**src/openmips_pkg.sv**
```systemverilog
package openmips_pkg;

    localparam int REG_W      = 32;
    localparam int REG_ADDR_W = 5;
    localparam int ALUOP_W    = 8;
    localparam int ALUSEL_W   = 3;

    typedef logic [REG_W-1:0]      reg_t;
    typedef logic [REG_ADDR_W-1:0] reg_addr_t;
    typedef logic [ALUOP_W-1:0]    aluop_t;
    typedef logic [ALUSEL_W-1:0]   alusel_t;

    localparam reg_t ZERO_WORD = '0;

    // Operation codes
    localparam aluop_t EXE_AND_OP  = 8'b0010_0100;
    localparam aluop_t EXE_OR_OP   = 8'b0010_0101;
    localparam aluop_t EXE_XOR_OP  = 8'b0010_0110;
    localparam aluop_t EXE_NOR_OP  = 8'b0010_0111;
    localparam aluop_t EXE_SLL_OP  = 8'b0111_1100;
    localparam aluop_t EXE_SRL_OP  = 8'b0000_0010;
    localparam aluop_t EXE_SRA_OP  = 8'b0000_0011;
    localparam aluop_t EXE_MOVZ_OP = 8'b0000_1010;
    localparam aluop_t EXE_MOVN_OP = 8'b0000_1011;
    localparam aluop_t EXE_MFHI_OP = 8'b0001_0000;
    localparam aluop_t EXE_MTHI_OP = 8'b0001_0001;
    localparam aluop_t EXE_MFLO_OP = 8'b0001_0010;
    localparam aluop_t EXE_MTLO_OP = 8'b0001_0011;
    localparam aluop_t EXE_NOP_OP  = 8'b0000_0000;

    // Result class selectors
    localparam alusel_t EXE_RES_NOP   = 3'b000;
    localparam alusel_t EXE_RES_LOGIC = 3'b001;
    localparam alusel_t EXE_RES_SHIFT = 3'b010;
    localparam alusel_t EXE_RES_MOVE  = 3'b011;

    // Decoded instruction entering EX
    typedef struct packed {
        aluop_t    aluop;
        alusel_t   alusel;
        reg_t      reg1;
        reg_t      reg2;
        reg_addr_t wd;
        logic      wreg;
    } ex_op_t;

    // Register file write request
    typedef struct packed {
        reg_addr_t wd;
        logic      wreg;
        reg_t      wdata;
    } wb_req_t;

    // HI/LO write request
    typedef struct packed {
        reg_t hi;
        reg_t lo;
        logic whilo;
    } hilo_req_t;

endpackage
```
**src/ex_back_top.sv**
```systemverilog
`timescale 1ns/1ps

module ex_back_top (
    input  logic                  clk,
    input  logic                  rst_i,
    input  openmips_pkg::ex_op_t  op_i,
    output openmips_pkg::wb_req_t wb_o,
    output openmips_pkg::reg_t    hi_o,
    output openmips_pkg::reg_t    lo_o
);

    openmips_pkg::wb_req_t   ex_wb;
    openmips_pkg::hilo_req_t ex_hilo;
    openmips_pkg::hilo_req_t mem_hilo;
    openmips_pkg::hilo_req_t wb_hilo;
    openmips_pkg::reg_t      hi;
    openmips_pkg::reg_t      lo;

    ex u_ex (
        .op_i       (op_i),
        .hi_i       (hi),
        .lo_i       (lo),
        .mem_hilo_i (mem_hilo),
        .wb_hilo_i  (wb_hilo),
        .wb_o       (ex_wb),
        .hilo_o     (ex_hilo)
    );

    result_pipe u_result_pipe (
        .clk        (clk),
        .rst_i      (rst_i),
        .ex_wb_i    (ex_wb),
        .ex_hilo_i  (ex_hilo),
        .mem_hilo_o (mem_hilo),
        .wb_hilo_o  (wb_hilo),
        .wb_o       (wb_o)
    );

    // Write-back HI/LO request doubles as the register write port
    hilo_reg u_hilo_reg (
        .clk       (clk),
        .rst_i     (rst_i),
        .we_hilo_i (wb_hilo),
        .hi_o      (hi),
        .lo_o      (lo)
    );

    assign hi_o = hi;
    assign lo_o = lo;

endmodule

```
**src/hilo_reg.sv**
```systemverilog
`timescale 1ns/1ps

module hilo_reg (
    input  logic                    clk,
    input  logic                    rst_i,
    input  openmips_pkg::hilo_req_t we_hilo_i,
    output openmips_pkg::reg_t      hi_o,
    output openmips_pkg::reg_t      lo_o
);

    openmips_pkg::reg_t hi_q;
    openmips_pkg::reg_t lo_q;

    always_ff @(posedge clk) begin
        if (rst_i) begin
            hi_q <= openmips_pkg::ZERO_WORD;
            lo_q <= openmips_pkg::ZERO_WORD;
        end else if (we_hilo_i.whilo) begin
            hi_q <= we_hilo_i.hi;
            lo_q <= we_hilo_i.lo;
        end
    end

    assign hi_o = hi_q;
    assign lo_o = lo_q;

endmodule

```
**src/result_pipe.sv**
```systemverilog
`timescale 1ns/1ps

module result_pipe (
    input  logic                    clk,
    input  logic                    rst_i,
    input  openmips_pkg::wb_req_t   ex_wb_i,
    input  openmips_pkg::hilo_req_t ex_hilo_i,
    output openmips_pkg::hilo_req_t mem_hilo_o,
    output openmips_pkg::hilo_req_t wb_hilo_o,
    output openmips_pkg::wb_req_t   wb_o
);

    openmips_pkg::wb_req_t   mem_wb_q;
    openmips_pkg::hilo_req_t mem_hilo_q;
    openmips_pkg::wb_req_t   wb_wb_q;
    openmips_pkg::hilo_req_t wb_hilo_q;

    // EX/MEM
    always_ff @(posedge clk) begin
        if (rst_i) begin
            mem_wb_q   <= '0;
            mem_hilo_q <= '0;
        end else begin
            mem_wb_q   <= ex_wb_i;
            mem_hilo_q <= ex_hilo_i;
        end
    end

    // MEM/WB, memory stage does no work
    always_ff @(posedge clk) begin
        if (rst_i) begin
            wb_wb_q   <= '0;
            wb_hilo_q <= '0;
        end else begin
            wb_wb_q   <= mem_wb_q;
            wb_hilo_q <= mem_hilo_q;
        end
    end

    assign mem_hilo_o = mem_hilo_q;
    assign wb_hilo_o  = wb_hilo_q;
    assign wb_o       = wb_wb_q;

    // No stray writes right out of reset
    assert property (@(posedge clk) rst_i |=> !wb_o.wreg && !wb_hilo_o.whilo)
        else $error("result_pipe: write strobe set after reset");

endmodule

```
**src/ex.sv**
```systemverilog
`timescale 1ns/1ps

module ex (
    input  openmips_pkg::ex_op_t    op_i,
    input  openmips_pkg::reg_t      hi_i,
    input  openmips_pkg::reg_t      lo_i,
    input  openmips_pkg::hilo_req_t mem_hilo_i,
    input  openmips_pkg::hilo_req_t wb_hilo_i,
    output openmips_pkg::wb_req_t   wb_o,
    output openmips_pkg::hilo_req_t hilo_o
);

    openmips_pkg::reg_t logic_res;
    openmips_pkg::reg_t shift_res;
    openmips_pkg::reg_t move_res;
    openmips_pkg::reg_t hi_fwd;
    openmips_pkg::reg_t lo_fwd;
    logic [4:0]         shamt;

    assign shamt = op_i.reg1[4:0];

    // Logic unit
    always_comb begin
        case (op_i.aluop)
            openmips_pkg::EXE_OR_OP: begin
                logic_res = op_i.reg1 | op_i.reg2;
            end
            openmips_pkg::EXE_AND_OP: begin
                logic_res = op_i.reg1 & op_i.reg2;
            end
            openmips_pkg::EXE_XOR_OP: begin
                logic_res = op_i.reg1 ^ op_i.reg2;
            end
            openmips_pkg::EXE_NOR_OP: begin
                logic_res = ~(op_i.reg1 | op_i.reg2);
            end
            default: begin
                logic_res = openmips_pkg::ZERO_WORD;
            end
        endcase
    end

    // Shifter, amount from low five bits of reg1
    always_comb begin
        case (op_i.aluop)
            openmips_pkg::EXE_SLL_OP: begin
                shift_res = op_i.reg2 << shamt;
            end
            openmips_pkg::EXE_SRL_OP: begin
                shift_res = op_i.reg2 >> shamt;
            end
            openmips_pkg::EXE_SRA_OP: begin
                shift_res = openmips_pkg::reg_t'($signed(op_i.reg2) >>> shamt);
            end
            default: begin
                shift_res = openmips_pkg::ZERO_WORD;
            end
        endcase
    end

    // HI/LO hazard, youngest writer wins
    always_comb begin
        if (mem_hilo_i.whilo) begin
            hi_fwd = mem_hilo_i.hi;
            lo_fwd = mem_hilo_i.lo;
        end else if (wb_hilo_i.whilo) begin
            hi_fwd = wb_hilo_i.hi;
            lo_fwd = wb_hilo_i.lo;
        end else begin
            hi_fwd = hi_i;
            lo_fwd = lo_i;
        end
    end

    // Moves; MOVZ/MOVN condition is already folded into wreg
    always_comb begin
        case (op_i.aluop)
            openmips_pkg::EXE_MFHI_OP: begin
                move_res = hi_fwd;
            end
            openmips_pkg::EXE_MFLO_OP: begin
                move_res = lo_fwd;
            end
            openmips_pkg::EXE_MOVZ_OP,
            openmips_pkg::EXE_MOVN_OP: begin
                move_res = op_i.reg1;
            end
            default: begin
                move_res = openmips_pkg::ZERO_WORD;
            end
        endcase
    end

    // MTHI/MTLO keep the other half at its forwarded value
    always_comb begin
        if (op_i.aluop == openmips_pkg::EXE_MTHI_OP) begin
            hilo_o.whilo = 1'b1;
            hilo_o.hi    = op_i.reg1;
            hilo_o.lo    = lo_fwd;
        end else if (op_i.aluop == openmips_pkg::EXE_MTLO_OP) begin
            hilo_o.whilo = 1'b1;
            hilo_o.hi    = hi_fwd;
            hilo_o.lo    = op_i.reg1;
        end else begin
            hilo_o.whilo = 1'b0;
            hilo_o.hi    = openmips_pkg::ZERO_WORD;
            hilo_o.lo    = openmips_pkg::ZERO_WORD;
        end
    end

    // Write-back data by result class
    always_comb begin
        wb_o.wd   = op_i.wd;
        wb_o.wreg = op_i.wreg;
        case (op_i.alusel)
            openmips_pkg::EXE_RES_LOGIC: begin
                wb_o.wdata = logic_res;
            end
            openmips_pkg::EXE_RES_SHIFT: begin
                wb_o.wdata = shift_res;
            end
            openmips_pkg::EXE_RES_MOVE: begin
                wb_o.wdata = move_res;
            end
            openmips_pkg::EXE_RES_NOP: begin
                wb_o.wdata = openmips_pkg::ZERO_WORD;
            end
            default: begin
                wb_o.wdata = openmips_pkg::ZERO_WORD;
            end
        endcase
    end

    // Only MTHI/MTLO may reach the HI/LO write port
    always_comb begin
        assert (!hilo_o.whilo
                || op_i.aluop == openmips_pkg::EXE_MTHI_OP
                || op_i.aluop == openmips_pkg::EXE_MTLO_OP)
            else $error("ex: whilo set for aluop %h", op_i.aluop);
    end

endmodule

```
**config.mk**
```make
export PLATFORM = sky130hd
export DESIGN_NAME = ex_back_top
export DESIGN_NICKNAME = d
export VERILOG_FILES = /design/src/openmips_pkg.sv /design/src/ex_back_top.sv /design/src/hilo_reg.sv /design/src/result_pipe.sv /design/src/ex.sv
export SDC_FILE = /design/constraint.sdc
export NUM_CORES = 1
export LEC_CHECK = 0
export ABC_AREA = 0
export BUFFER_PORTS_ARGS = -buffer_cell sky130_fd_sc_hd__buf_2
export CORE_UTILIZATION = 61
export CTS_CLUSTER_DIAMETER = 100
export CTS_CLUSTER_SIZE = 24
export DETAILED_ROUTE_END_ITERATION = 6
export GPL_TIMING_DRIVEN = 1
export PLACE_DENSITY = 0.91
export SYNTH_ARGS = -nofsm -noshare
export SYNTH_HDL_FRONTEND = slang
export SYNTH_HIERARCHICAL = 1
export SYNTH_SLANG_ARGS = --single-unit
export TNS_END_PERCENT = 100
```
**constraint.sdc**
```tcl
create_clock -name clk -period 3.6 [get_ports clk]
set_clock_uncertainty 0.05 [all_clocks]
set_input_delay 0.18 -clock clk [delete_from_list [all_inputs] [get_ports clk]]
set_output_delay 0.18 -clock clk [all_outputs]
set_load 0.05 [all_outputs]
```
==> After elaboration in Yosys (flattened, before gate mapping) <==
Index checks and enable logic that the tools add are counted.
{ "totals": {"regBits": 270, "latchBits": 0, "mem_bits_rw": 0, "mem_bits_ro": 0, "elab_cells": 48, "memories": 0} }
{ "op_classes": {"addsub": 0, "n_mul": 0, "n_div": 0, "n_lt_le_gt_ge": 0, "n_eq_ne": 16, "n_shift": 3, "n_mux": 10, "bitwise": 4, "reduce_logical": 1} }
{ "op_table": {"columns": ["operator", "count"], "rows": [
  ["one-hot mux 32 bit (3 select lines)", 3],
  ["2-to-1 mux 65 bit", 2],
  ["2-to-1 mux 32 bit", 4],
  ["one-hot mux 32 bit (4 select lines)", 1],
  ["AND 32 bit", 1],
  ["== test 8 x 5 -> 1 bit (second input constant)", 4],
  ["== test 8 x 6 -> 1 bit (second input constant)", 4],
  ["inverter 32 bit", 1],
  ["bitwise OR 32 bit", 1],
  ["left shift 32 x 5 -> 32 bit", 1],
  [">> shifter 32 x 5 -> 32 bit", 1],
  [">>> shifter 32 x 5 -> 32 bit", 1],
  ["XOR 32 bit", 1],
  ["== test 8 x 2 -> 1 bit (second input constant)", 2],
  ["== test 8 x 4 -> 1 bit (second input constant)", 2],
  ["== test 8 x 7 -> 1 bit (second input constant)", 1],
  ["== test 3 x 2 -> 1 bit (second input constant)", 2],
  ["== test 3 x 1 -> 1 bit (second input constant)", 1],
  ["OR reduction 2 bit", 1]
]} }

==> Longest topological paths before layout <==
Gate-level depths: netlist of the first run.
{ "depth": {"word_depth": 4, "depth_mapped": 13, "depth_no_buf": 9} }

==> Hierarchy <==
The synthesis of the first run kept the hierarchy.
{ "by_module_without_submodules": {"columns": ["module", "instances", "cells_each", "area_per_inst_um2", "seq_area_each_um2"], "rows": [
  ["ex", 1, 1362, 9875.7, 0.0],
  ["result_pipe", 1, 435, 5530.3, 4124.0],
  ["hilo_reg", 1, 206, 2290.9, 1281.2]
]} }

==> Worst setup path after synthesis of the first run <==
OpenSTA, ideal clock, no wires.
{ "synth_path": {"path_kind": "input -> register", "from": "input op_i[38] (netlist name)", "to": "register u_result_pipe/mem_wb_q[14] (netlist name)", "setup_time_ns": 0.118, "arrival_time_ns": 2.146, "slack_ns": 1.287, "stages": 12, "path_cell_list": "buf_4 buf_4 inv_2 buf_2 buf_2 ha_1 mux2i_1 a21o_1 o21ai_0 o311ai_1 o221ai_1 nor2b_1"} }
{ "synth_lines": {"columns": ["element", "line_no", "text"], "rows": [
  ["start: declaration", "ex_back_top.sv:6", "input openmips_pkg::ex_op_t op_i,"],
  ["end signal: assignment", "result_pipe.sv:24", "mem_wb_q <= ex_wb_i;"],
  ["end: declaration", "result_pipe.sv:13", "openmips_pkg::wb_req_t mem_wb_q;"]
]} }

==> metrics.log, run 1 <==
[metrics] result of the run: complete, no violations
[metrics] cell breakdown of the critical path: buf_12 -> mux2i_1 -> o21ai_0 -> a22oi_1 -> a21oi_1 -> a21oi_1 -> o21ai_0 -> nor2b_1
[metrics] antenna diode instance count: 0
[metrics] Period minus WS final: a little under 3 ns
[metrics] total routed wirelength: just over 70000 um
[metrics] highest fanout seen on the critical path: 27
[metrics] Vias/cell: slightly below 7
[metrics] Register-to-Register Setup Slack: roughly 0.68 ns
[metrics] num ports: 185
[metrics] initial antenna violation count: 4
[metrics] share of Yosys cell area claimed by the top area cell type: 30.54%
[metrics] CTS tree: yes
[metrics] Skew-Pair Late Insertion Delay: around 0.5 ns
[metrics] most common cell after layout, fill and taps aside: sky130_fd_sc_hd__dfxtp_1
[metrics] Worst Max-Slew Pin Slew: 0.9686 ns
[metrics] effective utilization at floorplan: between 60% and 70%
[metrics] net switching power: ~1.8 mW
[metrics] Critical Setup Path Class: reg -> reg
[metrics] fraction of registers with async set or reset after synthesis: 0%
[metrics] relative slew slack: 35.19%
[metrics] Setup crit start kind: register
[metrics] post-layout utilization of the core: ~69%
[metrics] # DRC: 0
[metrics] Clk Tree Root Cell: sky130_fd_sc_hd__clkbuf_16
[metrics] yosys synthesis warning count: 6
[metrics] Main synth FF type: sky130_fd_sc_hd__dfxtp_1
[metrics] # setup viols final: 0
[metrics] post-CTS resize count: 0
[metrics] Die W: approximately 170 um
[metrics] RSZ-0062 raised after global routing: false
[metrics] H-tree levels: 1
[metrics] Fin. Hold Viols: 0
[metrics] fraction of power spent switching nets: 29.28%
[metrics] minimum setup slack in the final design: between 0.6 and 0.7 ns
[metrics] post-synthesis area per instance: roughly 8.8 um^2
[metrics] Achievable Freq: 342.6 MHz
[metrics] share of power burned in the clock network: slightly above 30%
[metrics] maximum VDD drop: 0.0003752 V
[metrics] top library cells by usage in the layout, fill and taps aside: sky130_fd_sc_hd__dfxtp_1, sky130_fd_sc_hd__mux2i_1, sky130_fd_sc_hd__nor2_1
[metrics] fin. max-slew vios: 0
[metrics] count of cell types in the netlist: 76
[metrics] pin count of the biggest net entering global routing: around 130
[metrics] setup slack at placement: 0.5737 ns
[metrics] post-route standard cell area excluding fillers: approximately 19000 um^2
[metrics] slowest stage cell, crit path: sky130_fd_sc_hd__dfxtp_4
[metrics] Worst EP arrival: ~3.3 ns
[metrics] setup_tns: 0 ns
[metrics] final critical-path share of the clock period: between 80% and 90%
[metrics] top cells by area in the synthesized netlist: sky130_fd_sc_hd__dfxtp_1, sky130_fd_sc_hd__mux2i_1, sky130_fd_sc_hd__mux4_2, sky130_fd_sc_hd__nor2b_1, sky130_fd_sc_hd__ha_1
[metrics] max_cap viols: 0
[metrics] gr usage total: 47.44%
[metrics] internal power: around 4.3 mW
[metrics] Post-CTS Setup Repair Bufs: 0
[metrics] # port buffers: roughly 180
[metrics] area growth from synthesis to final layout: 9.396%
[metrics] synthesized netlist net count: about 2200
[metrics] Buf+Inv Stages, Crit Path: 1
[metrics] fraction of power consumed by sequential logic: between 40% and 50%
[metrics] CP endpoint kind: register
[metrics] remaining antenna violation count after routing: 0
[metrics] power density over the cells: approximately 310 nW/um^2
[metrics] instance count of the mapped netlist: 2003
[metrics] via count of the routed design: 16890
[metrics] part of the power in combinational logic: approximately a fifth
[metrics] cell area after placement: about 19000 um^2
[metrics] # rows: slightly above 60
[metrics] wire length of the first global-routing pass: about 100000 um
[metrics] vias in the first global route: 16060
[metrics] layout cells sized above 1: between 15 and 20%
[metrics] static leakage power: between 7 and 8 nW
[metrics] DRT iter0 DRCs: 2704
[metrics] vertical die dimension: ~170 um
[metrics] clock buffer count from CTS: 15
[metrics] biggest cell delay along the critical path: around 0.68 ns
[metrics] total congestion overflow: 0
[metrics] flip-flop and latch count after synthesis: 270
[metrics] TritonCTS Sinks: 270
[metrics] DRT Pass-1 Iters: 7
[metrics] number of enable flip-flop cells after synthesis: 0
[metrics] post-layout net count: around 2200
[metrics] cell family contributing the most delay on the critical path: compound AO/OA/AOI/OAI gates
[metrics] die outline area: approximately 30000 um^2
[metrics] clk slew on worst S/H paths: between 0.1 and 0.15 ns
[metrics] required time of the critical path: approximately 4.0 ns
[metrics] post-synthesis instance area: 17700 um^2
[metrics] global placement routability congestion: roughly 1.1
[metrics] post-synthesis sequential area ratio: a little under a third
[metrics] HPWL Detailed: 51670 um
[metrics] placeable core area: about 28000 um^2
[metrics] post-DR wirelength/cell: approximately 29 um
[metrics] maximum clock insertion buffer count: 3
[metrics] cell taking the most area after synthesis: sky130_fd_sc_hd__dfxtp_1
[metrics] hold buffers post-CTS: 6
[metrics] class of the worst hold path: in -> reg
[metrics] Tot Pwr: approximately 6.1 mW
## final cells by class
class	instances	area [um^2]
Clock inverter	3	55.05
Timing Repair Buffer	269	1732
Inverter	68	255.2
Fill cell	2043	8803
Tap cell	378	473.0
Sequential cell	270	5413
Clock buffer	18	386.6
Multi-Input combinational cell	1469	11050
## worst reg2reg max path: stages, from the launching register on
cell and delay [ns]:
sky130_fd_sc_hd__dfxtp_4 0.68, sky130_fd_sc_hd__buf_12 0.29, sky130_fd_sc_hd__mux2i_1 0.27, sky130_fd_sc_hd__o21ai_0 0.30, sky130_fd_sc_hd__a22oi_1 0.31, sky130_fd_sc_hd__a21oi_1 0.11
sky130_fd_sc_hd__a21oi_1 0.43, sky130_fd_sc_hd__o21ai_0 0.21, sky130_fd_sc_hd__nor2b_1 0.17
## final timing paths
| kind | from | cells after the start | to |
|---|---|---|---|
| setup / recovery | u_result_pipe/wb_hilo_o[0] | 8 | u_result_pipe/mem_wb_q[19] |
| hold reg to reg | u_result_pipe/mem_wb_q[19] | 1 | u_result_pipe/wb_o[19] |
| hold / removal | op_i[48] | 4 | u_result_pipe/mem_hilo_o[11] |
| setup reg to reg | u_result_pipe/wb_hilo_o[0] | 8 | u_result_pipe/mem_wb_q[19] |
## power by group through the flow
stage / logic [mW] / clock network [mW] / registers [mW]
2_1_floorplan: 0.731 / 0 / 3.08
3_3_place_gp: 1.13 / 0 / 3.07
3_5_place_dp: 1.14 / 0 / 3.07
4_1_cts: 1.15 / 1.86 / 3.00
5_1_grt: 1.25 / 1.96 / 3.00
6_report: 1.20 / 1.86 / 3.00
## Yosys cell counts, drive strengths merged (12+ instances only)
cell and number:
mux2 27, nor2b 204, mux2i 247, ha 66, inv 67, a221oi 16, xnor2 32, nor3 12
clkbuf 89, nor4 12, nand3 14, o221ai 19, buf 107, mux4 68, a21oi 91, o21ai 107
nor2 213, dfxtp 270, a22oi 18, nand2 166
## metal layers
| metal | track usage, % | vias up | routed length [um] |
|---|---|---|---|
| li1 | - | 7156 | - |
| met1 | 61.07 | 8134 | 26510 |
| met2 | 71.49 | 1315 | 30490 |
| met3 | 12.38 | 280 | 9231 |
| met4 | 27.90 | 6 | 4625 |
| met5 | 0 | - | 41 |
## per-stage QoR
| step | std cells | hold slack [ns] |
|---|---|---|
| CTS | 2475 | 0.01729 |
| finish | 2475 | 0.02805 |
| global route | 2475 | 0.06528 |
| detailed placement | 2448 | 0.3567 |
| floorplan | 2003 | 0.3372 |
| global placement | 2448 | 0.3458 |
## sequential cells by signal (all words and copies together) (netlist names)
register,count
u_result_pipe/wb_hilo_o,65
u_result_pipe/wb_o,38
u_result_pipe/mem_wb_q,38
u_result_pipe/mem_hilo_o,65
u_hilo_reg/hi_o,32
u_hilo_reg/lo_o,32
## logic make-up (layout without fill, tap and decap cells)
family / after synthesis / count (layout) / share of synthesized area, %
adders and majority gates: 66 / 66 / 4.666
xor gates and xnor gates: 32 / 32 / 1.584
DFF: 270 / 270 / 30.54
AOI/OAI and AO/OA: 349 / 349 / 12.61
muxes: 342 / 342 / 24.60
buffers and inverters: 264 / 358 / 7.127
and+or+nand+nor: 680 / 680 / 18.87
No activity file was read; power rests on OpenSTA's default activity.
==> inputs of run 2 (changes only) <==
--- a/config.mk
+++ b/config.mk
@@ -7,12 +7,12 @@
 export LEC_CHECK = 0
 export ABC_AREA = 0
 export BUFFER_PORTS_ARGS = -buffer_cell sky130_fd_sc_hd__buf_2
-export CORE_UTILIZATION = 61
+export CORE_UTILIZATION = 55
 export CTS_CLUSTER_DIAMETER = 100
 export CTS_CLUSTER_SIZE = 24
 export DETAILED_ROUTE_END_ITERATION = 6
 export GPL_TIMING_DRIVEN = 1
-export PLACE_DENSITY = 0.91
+export PLACE_DENSITY = 0.87
 export SYNTH_ARGS = -nofsm -noshare
 export SYNTH_HDL_FRONTEND = slang
 export SYNTH_HIERARCHICAL = 1
==> constraint.sdc (replaced) <==
create_clock -name clk -period 2.4 [get_ports clk]
set_clock_uncertainty 0.05 [all_clocks]
set_input_delay 0.12 -clock clk [delete_from_list [all_inputs] [get_ports clk]]
set_output_delay 0.12 -clock clk [all_outputs]
set_load 0.05 [all_outputs]
==> run 2 against run 1 <==
  * Critical path depth increased by 1
  * Global-route usage shrank 6.6 points
  * Clock power grew 53%
  * Register-to-register slack lost 0.66 ns
  * Utilization shrank 2.9 points
  * Wire length decreased by 2.2%
  * Power up 55%
  * Sequential power increased by 50%
  * Non-clock buffer count grew 155
  * Largest cell class unchanged
  * Highest routed layer unchanged
==> metrics.log, run 2 (same netlist as run 1, synthesis figures left out) <==
[metrics] H-tree levels: 1
[metrics] Clk Tree Root Cell: sky130_fd_sc_hd__clkbuf_16
[metrics] biggest cell delay along the critical path: between 0.4 and 0.5 ns
[metrics] Critical Path Sink: u_result_pipe/mem_wb_q[8]
[metrics] launch instance of the worst register-to-register path: u_result_pipe/wb_hilo_o[0]
[metrics] source of the worst hold timing path: op_i[64]
[metrics] DRT Pass-1 Iters: 6
[metrics] CTS tree: yes
[metrics] via count of the routed design: about 17000
[metrics] CP endpoint kind: register
[metrics] maximum clock insertion buffer count: 3
[metrics] vertical die dimension: 181.4 um
[metrics] num ports: about 190
[metrics] wire length of the first global-routing pass: between 100000 and 150000 um
[metrics] clk slew on worst S/H paths: about 0.10 ns
[metrics] class of the worst hold path: in -> reg
[metrics] Register-to-Register Setup Slack: 0.03 ns
[metrics] Worst setup startpoint: u_result_pipe/wb_hilo_o[0]
[metrics] vias in the first global route: ~16000
[metrics] cell breakdown of the critical path: buf_4 -> buf_4 -> mux2i_1 -> o21ai_0 -> a22oi_1 -> a21oi_1 -> a21oi_2 -> o21ai_0 -> nor2b_1
[metrics] RSZ-0062 raised after global routing: true
[metrics] gr usage total: about 40%
[metrics] area used by sequential logic in the layout: between 5000 and 6000 um^2
[metrics] DRT iter0 DRCs: 2066
[metrics] Worst EP arrival: around 2.7 ns
[metrics] Tot Pwr: approximately 9.4 mW
[metrics] # placed instances: about 2600
[metrics] post-DR wirelength/cell: 26.09 um
[metrics] slowest stage cell, crit path: sky130_fd_sc_hd__dfxtp_4
[metrics] HPWL Detailed: 52980 um
[metrics] TritonCTS Sinks: 270
[metrics] Setup crit start kind: register
[metrics] clock buffer count from CTS: 16
[metrics] power density over the cells: ~450 nW/um^2
[metrics] final critical-path share of the clock period: 98.92%
[metrics] static leakage power: slightly below 9 nW
[metrics] pin count of the biggest net entering global routing: 101
[metrics] Period minus WS final: 2.374 ns
[metrics] effective utilization at floorplan: between 50% and 60%
[metrics] layout cells sized above 1: 24.37%
[metrics] area used by multi-input combinational logic: between 10000 and 15000 um^2
[metrics] Fin. Hold Viols: 0
[metrics] required time of the critical path: about 2.8 ns
[metrics] # setup viols final: 0
[metrics] relative slew slack: a little under two fifths
[metrics] placeable core area: roughly 32000 um^2
[metrics] die outline area: 32900 um^2
[metrics] Worst Max-Slew Pin Slew: around 0.91 ns
[metrics] Achievable Freq: around 420 MHz
[metrics] Layout Cells excl Fill: roughly 2700
[metrics] max_cap viols: 0
[metrics] total congestion overflow: 0
[metrics] result of the run: complete, no violations
[metrics] post-layout net count: 2398
[metrics] Die W: 181.4 um
[metrics] r2r worst-path depth: 9
[metrics] number of fillers in the final layout: approximately 2600
[metrics] global placement routability congestion: between 1 and 1.5
[metrics] Vias/cell: approximately 6.3
[metrics] Skew-Pair Late Insertion Delay: 0.52 ns
[metrics] fin. max-slew vios: 0
[metrics] highest fanout seen on the critical path: 10
[metrics] remaining antenna violation count after routing: 0
[metrics] # rows: 65
[metrics] top library cells by usage in the layout, fill and taps aside: sky130_fd_sc_hd__dfxtp_1, sky130_fd_sc_hd__mux2i_1, sky130_fd_sc_hd__nor2_1
[metrics] area growth from synthesis to final layout: 17.78%
[metrics] initial antenna violation count: 2
[metrics] total routed wirelength: between 60000 and 70000 um
[metrics] worst reg2reg endpoint: u_result_pipe/mem_wb_q[8]
[metrics] # DRC: 0
[metrics] maximum VDD drop: around 0.00034 V
[metrics] most common cell after layout, fill and taps aside: sky130_fd_sc_hd__dfxtp_1
[metrics] Critical Setup Path Class: reg -> reg
[metrics] # port buffers: 184
[run 2: cell count changes in the layout (fill, tap and decap cells not counted), sizes merged]
| cell | change |
|---|---|
| diode | +1 |
| bufinv | -1 |
| buf | +153 |
| clkinv | +2 |
| dlygate4sd3 | +2 |
[run 2: layout make-up]
type | instances | area share [%]
Multi-Input combinational cell | 1469 | 53.25
Sequential cell | 270 | 25.97
Timing Repair Buffer | 424 | 14.85
Tap cell | 402 | 2.413
Clock buffer | 18 | 1.957
Inverter | 68 | 1.225
Clock inverter | 4 | 0.3241
Antenna cell | 1 | 0.01201
[run 2: how the worst min path moves through the flow]
stage	depth (start not counted)	endpoint	slack [ns]
floorplan	2	u_result_pipe/mem_wb_q[32]	0.28
CTS	4	u_result_pipe/mem_hilo_o[22]	0.003
finish	4	u_result_pipe/mem_hilo_o[59]	0.02
global route	4	u_result_pipe/mem_hilo_o[9]	0.03
global placement	2	u_result_pipe/mem_wb_q[32]	0.29
detailed placement	2	u_result_pipe/mem_wb_q[33]	0.30
[run 2: worst max-delay path, delay by kind of cell, from the launching register on]
kind / cells / cell delay, ns
DFF: 1 / 0.45
AOI/OAI and AO/OA: 5 / 0.88
and+or+nand+nor: 1 / 0.16
muxes: 1 / 0.27
buffers and inverters: 2 / 0.44
[run 2: metrics by stage]
stage / utilization, % / cell area [um^2] / hold WS, ns / setup slack (ns) / TNS, ns
after floorplan: - / 17700 / 0.2772 / 0.1466 / 0
after global placement: 63.77 / 20170 / 0.2865 / -0.2639 / -1.556
after detailed placement: 63.77 / 20170 / 0.2977 / -0.2746 / -1.910
after CTS: 65.70 / 20780 / 0.002565 / 0.004301 / 0
after global routing: 65.88 / 20840 / 0.02829 / -0.008045 / -0.008045
final: 65.88 / 20840 / 0.01757 / 0.02585 / 0
[run 2: where the power goes]
group | total [mW] | internal, mW | switching (mW) | leakage (nW)
combinational | 2.04 | 0.828 | 1.21 | 6.28
sequential | 4.50 | 4.49 | 0.00686 | 2.18
clock | 2.85 | 1.27 | 1.58 | 0.229
total | 9.39 | 6.59 | 2.80 | 8.69
[run 2: timing repair]
action	in CTS	in global routing
setup endpoints to repair	5	12
gates resized for setup	5	16
hold buffers	8	0
endpoints found under the hold margin	8	0
setup buffers	3	2
[run 2: per-layer routing]
layer | routed length, um | track usage, %
met5 | 13 | 0
met4 | 3939 | 21.12
met1 | 27630 | 53.84
met3 | 6721 | 7.421
met2 | 31000 | 63.94
